===== config.mk =====
export PLATFORM = sky130hd
export DESIGN_NAME = rename_top
export DESIGN_NICKNAME = d
export VERILOG_FILES = /design/src/hdl/rename_pkg.sv /design/src/hdl/rename_top.sv /design/src/hdl/arch_map_table.sv /design/src/hdl/retire_queue.sv /design/src/hdl/free_list.sv /design/src/hdl/spec_map_table.sv /design/src/hdl/inst_decode.sv
export SDC_FILE = /design/constraint.sdc
export NUM_CORES = 1
export LEC_CHECK = 0
export BUFFER_PORTS_ARGS = -buffer_cell sky130_fd_sc_hd__buf_2
export CAP_MARGIN = 20
export CORE_MARGIN = 4
export CORE_UTILIZATION = 40
export DETAILED_ROUTE_END_ITERATION = 6
export SLEW_MARGIN = 20
export SYNTH_ARGS = -nofsm -noshare
export SYNTH_HDL_FRONTEND = slang
export SYNTH_HIERARCHICAL = 1
export SYNTH_SLANG_ARGS = --single-unit

===== constraint.sdc =====
create_clock -name clock -period 4.6 [get_ports clock]
set_input_delay 0 -clock clock [delete_from_list [all_inputs] [get_ports clock]]
set_output_delay 0 -clock clock [all_outputs]
set_load 0.03 [all_outputs]

===== src/hdl/rename_pkg.sv =====
package rename_pkg;

	// Register file sizes
	localparam int NUM_ARCH_REGS = 16;
	localparam int NUM_PHYS_REGS = 32;
	localparam int ARCH_REG_BITS = $clog2(NUM_ARCH_REGS);
	localparam int PHYS_REG_BITS = $clog2(NUM_PHYS_REGS);

	localparam int INST_BITS = 16;

	// Tag is sized for the deepest supported retire queue; shallower queues use the low bits
	localparam int MAX_ROB_DEPTH = 32;
	localparam int ROB_TAG_BITS = $clog2(MAX_ROB_DEPTH);

	typedef logic [ARCH_REG_BITS-1:0] arch_reg_t;
	typedef logic [PHYS_REG_BITS-1:0] phys_reg_t;
	typedef logic [ROB_TAG_BITS-1:0] rob_tag_t;

	// Encoding of inst[2:0]; codes 5 and 6 decode as nop
	typedef enum logic [2:0] {
		op_alu     = 3'd0,
		op_alu_imm = 3'd1,
		op_load    = 3'd2,
		op_store   = 3'd3,
		op_branch  = 3'd4,
		op_nop     = 3'd7
	} opcode_e;

	typedef struct packed {
		opcode_e   opcode;
		arch_reg_t rs1;
		arch_reg_t rs2;
		arch_reg_t rd;
		logic      uses_rs1;
		logic      uses_rs2;
		logic      writes_rd;
	} decoded_t;

	typedef struct packed {
		phys_reg_t phys_rs1;
		phys_reg_t phys_rs2;
		phys_reg_t phys_rd;
		phys_reg_t old_rd;  // Mapping of rd before this instruction
		arch_reg_t rd;
		logic      writes_rd;
		rob_tag_t  tag;
	} renamed_t;

	// One retirement slot; valid only when the entry retires and writes a register
	typedef struct packed {
		logic      valid;
		phys_reg_t t_new;
		phys_reg_t t_old;
	} retire_t;

endpackage

===== src/hdl/rename_top.sv =====
`timescale 1ns/10ps
module rename_top #(
	parameter int ROB_DEPTH    = 16,
	parameter int RETIRE_WIDTH = 2
) (
	input  logic                                                   clock,
	input  logic                                                   reset,
	input  logic                                                   inst_valid,
	input  logic [rename_pkg::INST_BITS-1:0]                       inst,
	input  logic                                                   complete_valid,
	input  rename_pkg::rob_tag_t                                   complete_tag,
	output logic                                                   rename_valid,
	output rename_pkg::renamed_t                                   rename_out,
	output logic                                                   full,
	output logic [$clog2(RETIRE_WIDTH+1)-1:0]                      retire_count,
	output rename_pkg::phys_reg_t [rename_pkg::NUM_ARCH_REGS-1:0] arch_map
);
	import rename_pkg::*;

	localparam int IDX_BITS = $clog2(ROB_DEPTH);

	decoded_t dec;
	phys_reg_t phys_rs1;
	phys_reg_t phys_rs2;
	phys_reg_t old_rd;
	phys_reg_t free_head;
	logic free_empty;
	logic rob_full;
	logic take_dest;
	logic [IDX_BITS-1:0] next_idx;  // Tracks the retire queue tail
	renamed_t renamed;
	retire_t [RETIRE_WIDTH-1:0] retire_slots;
	logic [RETIRE_WIDTH-1:0] free_push_valid;
	phys_reg_t [RETIRE_WIDTH-1:0] free_push_reg;

	assign take_dest = inst_valid && dec.writes_rd;
	assign full = free_empty || rob_full;

	always_comb begin
		renamed.phys_rs1 = phys_rs1;
		renamed.phys_rs2 = phys_rs2;
		renamed.phys_rd = free_head;
		renamed.old_rd = old_rd;
		renamed.rd = dec.rd;
		renamed.writes_rd = dec.writes_rd;
		renamed.tag = rob_tag_t'(next_idx);
	end

	// Old registers of retiring writers go back to the free list
	always_comb begin
		for (int k = 0; k < RETIRE_WIDTH; k++) begin
			free_push_valid[k] = retire_slots[k].valid;
			free_push_reg[k] = retire_slots[k].t_old;
		end
	end

	inst_decode u_inst_decode (
		.inst (inst),
		.dec  (dec)
	);

	spec_map_table u_spec_map_table (
		.clock      (clock),
		.reset      (reset),
		.rs1        (dec.rs1),
		.rs2        (dec.rs2),
		.rd         (dec.rd),
		.write_en   (take_dest),
		.write_phys (free_head),
		.phys_rs1   (phys_rs1),
		.phys_rs2   (phys_rs2),
		.old_rd     (old_rd)
	);

	free_list #(
		.RETIRE_WIDTH (RETIRE_WIDTH)
	) u_free_list (
		.clock      (clock),
		.reset      (reset),
		.pop        (take_dest),
		.head       (free_head),
		.empty      (free_empty),
		.push_valid (free_push_valid),
		.push_reg   (free_push_reg)
	);

	retire_queue #(
		.ROB_DEPTH    (ROB_DEPTH),
		.RETIRE_WIDTH (RETIRE_WIDTH)
	) u_retire_queue (
		.clock          (clock),
		.reset          (reset),
		.push           (inst_valid),
		.push_entry     (renamed),
		.complete_valid (complete_valid),
		.complete_tag   (complete_tag),
		.full           (rob_full),
		.retire         (retire_slots),
		.retire_count   (retire_count)
	);

	arch_map_table #(
		.RETIRE_WIDTH (RETIRE_WIDTH)
	) u_arch_map_table (
		.clock    (clock),
		.reset    (reset),
		.retire   (retire_slots),
		.arch_map (arch_map)
	);

	always_ff @(posedge clock) begin
		if (reset) begin
			rename_valid <= 1'b0;
			next_idx <= '0;
		end else begin
			rename_valid <= inst_valid;
			if (inst_valid)
				next_idx <= next_idx + 1'b1;  // Wraps with the queue
		end
	end

	always_ff @(posedge clock) begin
		if (inst_valid)
			rename_out <= renamed;
	end

endmodule


===== src/hdl/arch_map_table.sv =====
`timescale 1ns/10ps
module arch_map_table #(
	parameter int RETIRE_WIDTH = 2
) (
	input  logic                                                   clock,
	input  logic                                                   reset,
	input  rename_pkg::retire_t [RETIRE_WIDTH-1:0]                 retire,
	output rename_pkg::phys_reg_t [rename_pkg::NUM_ARCH_REGS-1:0] arch_map
);
	import rename_pkg::*;

	logic [RETIRE_WIDTH-1:0] live;  // Slots that still search the table
	phys_reg_t [RETIRE_WIDTH-1:0] eff_new;
	phys_reg_t [NUM_ARCH_REGS-1:0] map_next;

	// A younger slot whose t_old is an older slot's t_new renames the same register.
	// Its t_new is folded into the older slot and the younger slot stops searching.
	always_comb begin
		logic [RETIRE_WIDTH-1:0] dropped;
		phys_reg_t chain_end;
		dropped = '0;
		live = '0;
		chain_end = '0;
		for (int j = 0; j < RETIRE_WIDTH; j++) begin
			eff_new[j] = retire[j].t_new;
			if (retire[j].valid && !dropped[j]) begin
				live[j] = 1'b1;
				chain_end = retire[j].t_new;
				for (int k = j + 1; k < RETIRE_WIDTH; k++) begin
					if (retire[k].valid && !dropped[k] && retire[k].t_old == chain_end) begin
						chain_end = retire[k].t_new;
						dropped[k] = 1'b1;
					end
				end
				eff_new[j] = chain_end;  // Youngest mapping of the chain
			end
		end
	end

	// Each live t_old hits exactly one entry, the one still holding the old register
	always_comb begin
		map_next = arch_map;
		for (int i = 0; i < NUM_ARCH_REGS; i++) begin
			for (int j = 0; j < RETIRE_WIDTH; j++) begin
				if (live[j] && arch_map[i] == retire[j].t_old)
					map_next[i] = eff_new[j];
			end
		end
	end

	always_ff @(posedge clock) begin
		if (reset) begin
			for (int i = 0; i < NUM_ARCH_REGS; i++) begin
				arch_map[i] <= phys_reg_t'(i);
			end
		end else begin
			arch_map <= map_next;
		end
	end

endmodule


===== src/hdl/retire_queue.sv =====
`timescale 1ns/10ps
module retire_queue #(
	parameter int ROB_DEPTH    = 16,
	parameter int RETIRE_WIDTH = 2
) (
	input  logic                                        clock,
	input  logic                                        reset,
	input  logic                                        push,
	input  rename_pkg::renamed_t                        push_entry,
	input  logic                                        complete_valid,
	input  rename_pkg::rob_tag_t                        complete_tag,
	output logic                                        full,
	output rename_pkg::retire_t [RETIRE_WIDTH-1:0]      retire,
	output logic [$clog2(RETIRE_WIDTH+1)-1:0]           retire_count
);
	import rename_pkg::*;

	localparam int IDX_BITS = $clog2(ROB_DEPTH);
	localparam int CNT_BITS = IDX_BITS + 1;
	localparam int RC_BITS = $clog2(RETIRE_WIDTH + 1);

	renamed_t entries [ROB_DEPTH];
	logic [ROB_DEPTH-1:0] done;
	logic [IDX_BITS-1:0] head;
	logic [CNT_BITS-1:0] count;

	logic [IDX_BITS-1:0] push_idx;
	logic [IDX_BITS-1:0] complete_idx;

	// The tag handed out at rename is the slot the entry lands in
	assign push_idx = push_entry.tag[IDX_BITS-1:0];
	assign complete_idx = complete_tag[IDX_BITS-1:0];
	assign full = (count == CNT_BITS'(ROB_DEPTH));

	// Leading run of done entries from the head, at most RETIRE_WIDTH long
	always_comb begin
		logic run;
		logic [IDX_BITS-1:0] slot;
		run = 1'b1;
		retire_count = '0;
		for (int k = 0; k < RETIRE_WIDTH; k++) begin
			slot = head + IDX_BITS'(k);
			run = run && (CNT_BITS'(k) < count) && done[slot];
			retire[k].valid = run && entries[slot].writes_rd;
			retire[k].t_new = entries[slot].phys_rd;
			retire[k].t_old = entries[slot].old_rd;
			retire_count = retire_count + RC_BITS'(run);
		end
	end

	always_ff @(posedge clock) begin
		if (push)
			entries[push_idx] <= push_entry;
	end

	always_ff @(posedge clock) begin
		if (reset) begin
			done <= '0;
			head <= '0;
			count <= '0;
		end else begin
			if (complete_valid)
				done[complete_idx] <= 1'b1;
			if (push)
				done[push_idx] <= !push_entry.writes_rd;  // Nothing to wait for
			head <= head + IDX_BITS'(retire_count);
			count <= count + CNT_BITS'(push) - CNT_BITS'(retire_count);
		end
	end

endmodule


===== src/hdl/free_list.sv =====
`timescale 1ns/10ps
module free_list #(
	parameter int RETIRE_WIDTH = 2
) (
	input  logic                                     clock,
	input  logic                                     reset,
	input  logic                                     pop,
	output rename_pkg::phys_reg_t                    head,
	output logic                                     empty,
	input  logic [RETIRE_WIDTH-1:0]                  push_valid,
	input  rename_pkg::phys_reg_t [RETIRE_WIDTH-1:0] push_reg
);
	import rename_pkg::*;

	localparam int PTR_BITS = $clog2(NUM_PHYS_REGS);
	localparam int FREE_AT_RESET = NUM_PHYS_REGS - NUM_ARCH_REGS;

	phys_reg_t fifo [NUM_PHYS_REGS];
	logic [PTR_BITS-1:0] head_ptr;
	logic [PTR_BITS-1:0] tail_ptr;
	logic [PTR_BITS:0] count;  // Number of free registers held

	logic [PTR_BITS-1:0] push_addr [RETIRE_WIDTH];
	logic [PTR_BITS:0] push_total;

	assign head = fifo[head_ptr];
	assign empty = (count == '0);

	// Compact the valid pushes into consecutive slots from the tail
	always_comb begin
		push_total = '0;
		for (int k = 0; k < RETIRE_WIDTH; k++) begin
			push_addr[k] = tail_ptr + push_total[PTR_BITS-1:0];
			push_total = push_total + (PTR_BITS + 1)'(push_valid[k]);
		end
	end

	always_ff @(posedge clock) begin
		if (reset) begin
			// Slots beyond the initial free count are empty; their contents never surface
			for (int i = 0; i < NUM_PHYS_REGS; i++) begin
				fifo[i] <= phys_reg_t'((NUM_ARCH_REGS + i) % NUM_PHYS_REGS);
			end
		end else begin
			for (int k = 0; k < RETIRE_WIDTH; k++) begin
				if (push_valid[k]) begin
					fifo[push_addr[k]] <= push_reg[k];
				end
			end
		end
	end

	always_ff @(posedge clock) begin
		if (reset) begin
			head_ptr <= '0;
			tail_ptr <= PTR_BITS'(FREE_AT_RESET);
			count <= (PTR_BITS + 1)'(FREE_AT_RESET);
		end else begin
			if (pop)
				head_ptr <= head_ptr + 1'b1;
			tail_ptr <= tail_ptr + push_total[PTR_BITS-1:0];
			count <= count + push_total - (PTR_BITS + 1)'(pop);
		end
	end

endmodule


===== src/hdl/spec_map_table.sv =====
`timescale 1ns/10ps
module spec_map_table (
	input  logic                  clock,
	input  logic                  reset,
	input  rename_pkg::arch_reg_t rs1,
	input  rename_pkg::arch_reg_t rs2,
	input  rename_pkg::arch_reg_t rd,
	input  logic                  write_en,
	input  rename_pkg::phys_reg_t write_phys,
	output rename_pkg::phys_reg_t phys_rs1,
	output rename_pkg::phys_reg_t phys_rs2,
	output rename_pkg::phys_reg_t old_rd
);
	import rename_pkg::*;

	phys_reg_t map [NUM_ARCH_REGS];

	// Reads see the table before this cycle's write
	assign phys_rs1 = map[rs1];
	assign phys_rs2 = map[rs2];
	assign old_rd = map[rd];  // Freed when this instruction retires

	always_ff @(posedge clock) begin
		if (reset) begin
			for (int i = 0; i < NUM_ARCH_REGS; i++) begin
				map[i] <= phys_reg_t'(i);  // Identity mapping
			end
		end else if (write_en) begin
			map[rd] <= write_phys;
		end
	end

endmodule


===== src/hdl/inst_decode.sv =====
`timescale 1ns/10ps
module inst_decode (
	input  logic [rename_pkg::INST_BITS-1:0] inst,
	output rename_pkg::decoded_t             dec
);
	import rename_pkg::*;

	logic rd_nonzero;

	assign rd_nonzero = (inst[7:4] != '0);

	// Field layout: opcode [2:0], bit 3 reserved, rd [7:4], rs1 [11:8], rs2 [15:12]
	always_comb begin
		dec.rd = inst[7:4];
		dec.rs1 = inst[11:8];
		dec.rs2 = inst[15:12];
		dec.uses_rs1 = 1'b0;
		dec.uses_rs2 = 1'b0;
		dec.writes_rd = 1'b0;
		case (inst[2:0])
			op_alu: begin
				dec.opcode = op_alu;
				dec.uses_rs1 = 1'b1;
				dec.uses_rs2 = 1'b1;
				dec.writes_rd = rd_nonzero;
			end
			op_alu_imm: begin
				dec.opcode = op_alu_imm;
				dec.uses_rs1 = 1'b1;
				dec.writes_rd = rd_nonzero;
			end
			op_load: begin
				dec.opcode = op_load;
				dec.uses_rs1 = 1'b1;  // Base address only
				dec.writes_rd = rd_nonzero;
			end
			op_store: begin
				dec.opcode = op_store;
				dec.uses_rs1 = 1'b1;
				dec.uses_rs2 = 1'b1;  // Store data
			end
			op_branch: begin
				dec.opcode = op_branch;
				dec.uses_rs1 = 1'b1;
				dec.uses_rs2 = 1'b1;
			end
			default: begin
				dec.opcode = op_nop;  // Unknown codes do nothing
			end
		endcase
	end

endmodule


==> results.ini <==
[floorplanning]
dieArea_um2 = 85500
die_h_um = 292
chipWidth_um = 292
core_area_um2 = 80300
num_io_pins = 139
num_rows = 104
start_util = 0.403

[critical_path]
path_delay_family = multiplexers
regToRegSetupSlack_ps = 190
startpoint_type = flop
arrival_ps = 4940
cp.required_ps = 5130
cp_slowest_cell = mux4_2
timing.critical_path.buf_inv = 3
cp_max_fo = 41
worstSetupPathType = flop to flop
path_depth = 11
startpoint = u_retire_queue/head[0]$_SDFF_PP0_
reg2reg_depth = 11
r2r_end = u_arch_map_table/arch_map[60]$_SDFFE_PP0P_
path_cells = ha_2 > buf_4 > mux4_2 > mux4_2 > xor2_1 > nor4_4 > buf_12 > and3_1 > buf_4 > o211ai_1 > a31oi_1
cp-endpoint = u_arch_map_table/arch_map[60]$_SDFFE_PP0P_
critical_path.endpoint_type = flop
critical-path-max-stage-delay_ps = 550
timing.rr.start = u_retire_queue/head[0]$_SDFF_PP0_

[global_route]
grt_overflow_total = 0
grt_max_degree = 58
grt_pass1_wl_mm = 150
grtUsageTotal = 0.228
antenna_found_initial = 2
grt_pass1_vias = 24300

[sta]
finalCriticalPeriod_ps = 4410
setup_violations = 0
maxSlewViolCount = 0
rsz0062_at_grt = false
hold_slack_ps = 54.0
clock.fmax_mhz = 227
worst_pin_slew_ps = 1160
relSlewSlack = 0.224
hold_viol_final = 0
clock-skew-final_ps = 15.4
tns_ps = 0
min_period_over_period = 0.958

[cts]
clk_latency_ps = 620
path_clk_slew_ps = 60
clock-sinks = 576
cts_buffers = 68
clockRootBuffer = clkbuf_16
cts.htree.levels = 3
cts.path.max_buffers = 3
cts_tree = built

[power]
powerDensity_nw_per_um2 = 428
leakagePower_nw = 11.7
vdd_drop_max_v = 0.000303

[synthesis]
synth_fp_nets = 2703
syn-cell-area_um2 = 32400
avgSynthCellArea_um2 = 12.2
ys_warn_count = 6
netlist_instances = 2646

[detailed_routing]
ant_nets = 0
post_drt_wl_per_cell_um = 25.7
route.detailed.drc = 0
routed_wl_mm = 100
first_pass_iters = 6
vias = 24100
via_per_inst = 6.18
drtIter0Drc = 2574

[job]
cap_violations = 0

[placement]
dpl.cell_count = 3753
gp_congestion = 0.893
dp_hpwl_mm = 66.4
io_buffers = 135

[cells_and_area]
stdcell_count = 3901
fin_nets = 2842
final_common_cell = edfxtp_1
drive_gt1_frac = 0.216
layout_common_cells = 445 x edfxtp_1, 163 x nand2_1, 158 x nor2_1
area_delta_synth_final_pct = 13.6

[run_status]
status = finished, final reports clean

[worst_hold_path]
hold_class = input port to flop

==> where the power goes <==
group	leakage (nW)	total [mW]	switching (mW)	internal, mW
clock	1.08	5.31	2.29	3.02
combinational	5.62	4.53	2.86	1.67
sequential	5.02	5.90	0.116	5.78
==> worst reg2reg max path: cells and delay by family, from the launching register on <==
kind	cells	cell delay (ps)
simple gates	2	910
fa+ha+maj	1	520
mux	2	1100
buf+inv	3	870
xor+xnor	1	220
flops	1	410
compound gates	2	300
==> layer usage <==
metal | vias up | share of wire | track usage
li1 | 10500 | - | -
met2 | 1230 | 0.48 | 0.379
met1 | 12100 | 0.40 | 0.302
met5 | - | 0 | 0
met4 | 0 | 0.035 | 0.0856
met3 | 246 | 0.082 | 0.0371
==> through the flow <==
step	instance area [um^2]	util	power (mW)	setup WS, ps
after floorplan	32400	-	9.14	483
after global placement	34300	0.428	10.3	246
after detailed placement	34300	0.428	10.4	218
after CTS	36800	0.458	15.8	205
after global routing	36800	0.458	16.3	6.82
final	36800	0.458	15.7	192
==> registers in the layout, indices dropped and copies added, names as in the netlist, named ones only <==
| register | flops |
|---|---|
| next_idx | 4 |
| rename_out | 29 |
| rename_valid | 1 |
| u_arch_map_table/arch_map | 80 |
| u_free_list/count | 6 |
| u_free_list/fifo | 160 |
| u_free_list/head_ptr | 5 |
| u_free_list/tail_ptr | 5 |
| u_retire_queue/count | 5 |
| u_retire_queue/done | 16 |
| u_retire_queue/entries | 176 |
| u_retire_queue/head | 4 |
| u_spec_map_table/map | 80 |
==> area by class of cell <==
| cell class | count | area [um^2] |
|---|---|---|
| inverters | 37 | 139 |
| diodes | 2 | 5.00 |
| clock buffers | 83 | 1770 |
| flip-flops and latches | 576 | 16000 |
| clock inverters | 41 | 437 |
| fillers | 7158 | 43500 |
| well taps | 1060 | 1330 |
| repair buffers | 288 | 1940 |
| multi-input cells | 1814 | 15200 |
==> how the worst min path moves through the flow <==
stage | start | to | cells past startpoint
after floorplan | reset | next_idx[2]$_SDFFE_PP0P_ | 1
after global placement | inst_valid | rename_out[18]$_DFFE_PP_ | 1
after detailed placement | inst_valid | rename_out[18]$_DFFE_PP_ | 1
after CTS | reset | u_free_list/fifo[8][4]$_DFFE_PP_ | 3
after global routing | reset | u_spec_map_table/map[0][4]$_SDFFCE_PN0P_ | 2
final | reset | u_free_list/fifo[8][4]$_DFFE_PP_ | 3
==> repair_timing <==
action                                  in CTS  in global routing
hold endpoints to repair                    51                  0
resized for setup                            0                  3
buffers inserted                             0                  0
endpoints found under the setup margin       0                  7
hold buffers                                22                  0
Note: power is estimated with default switching activity, not from simulation.
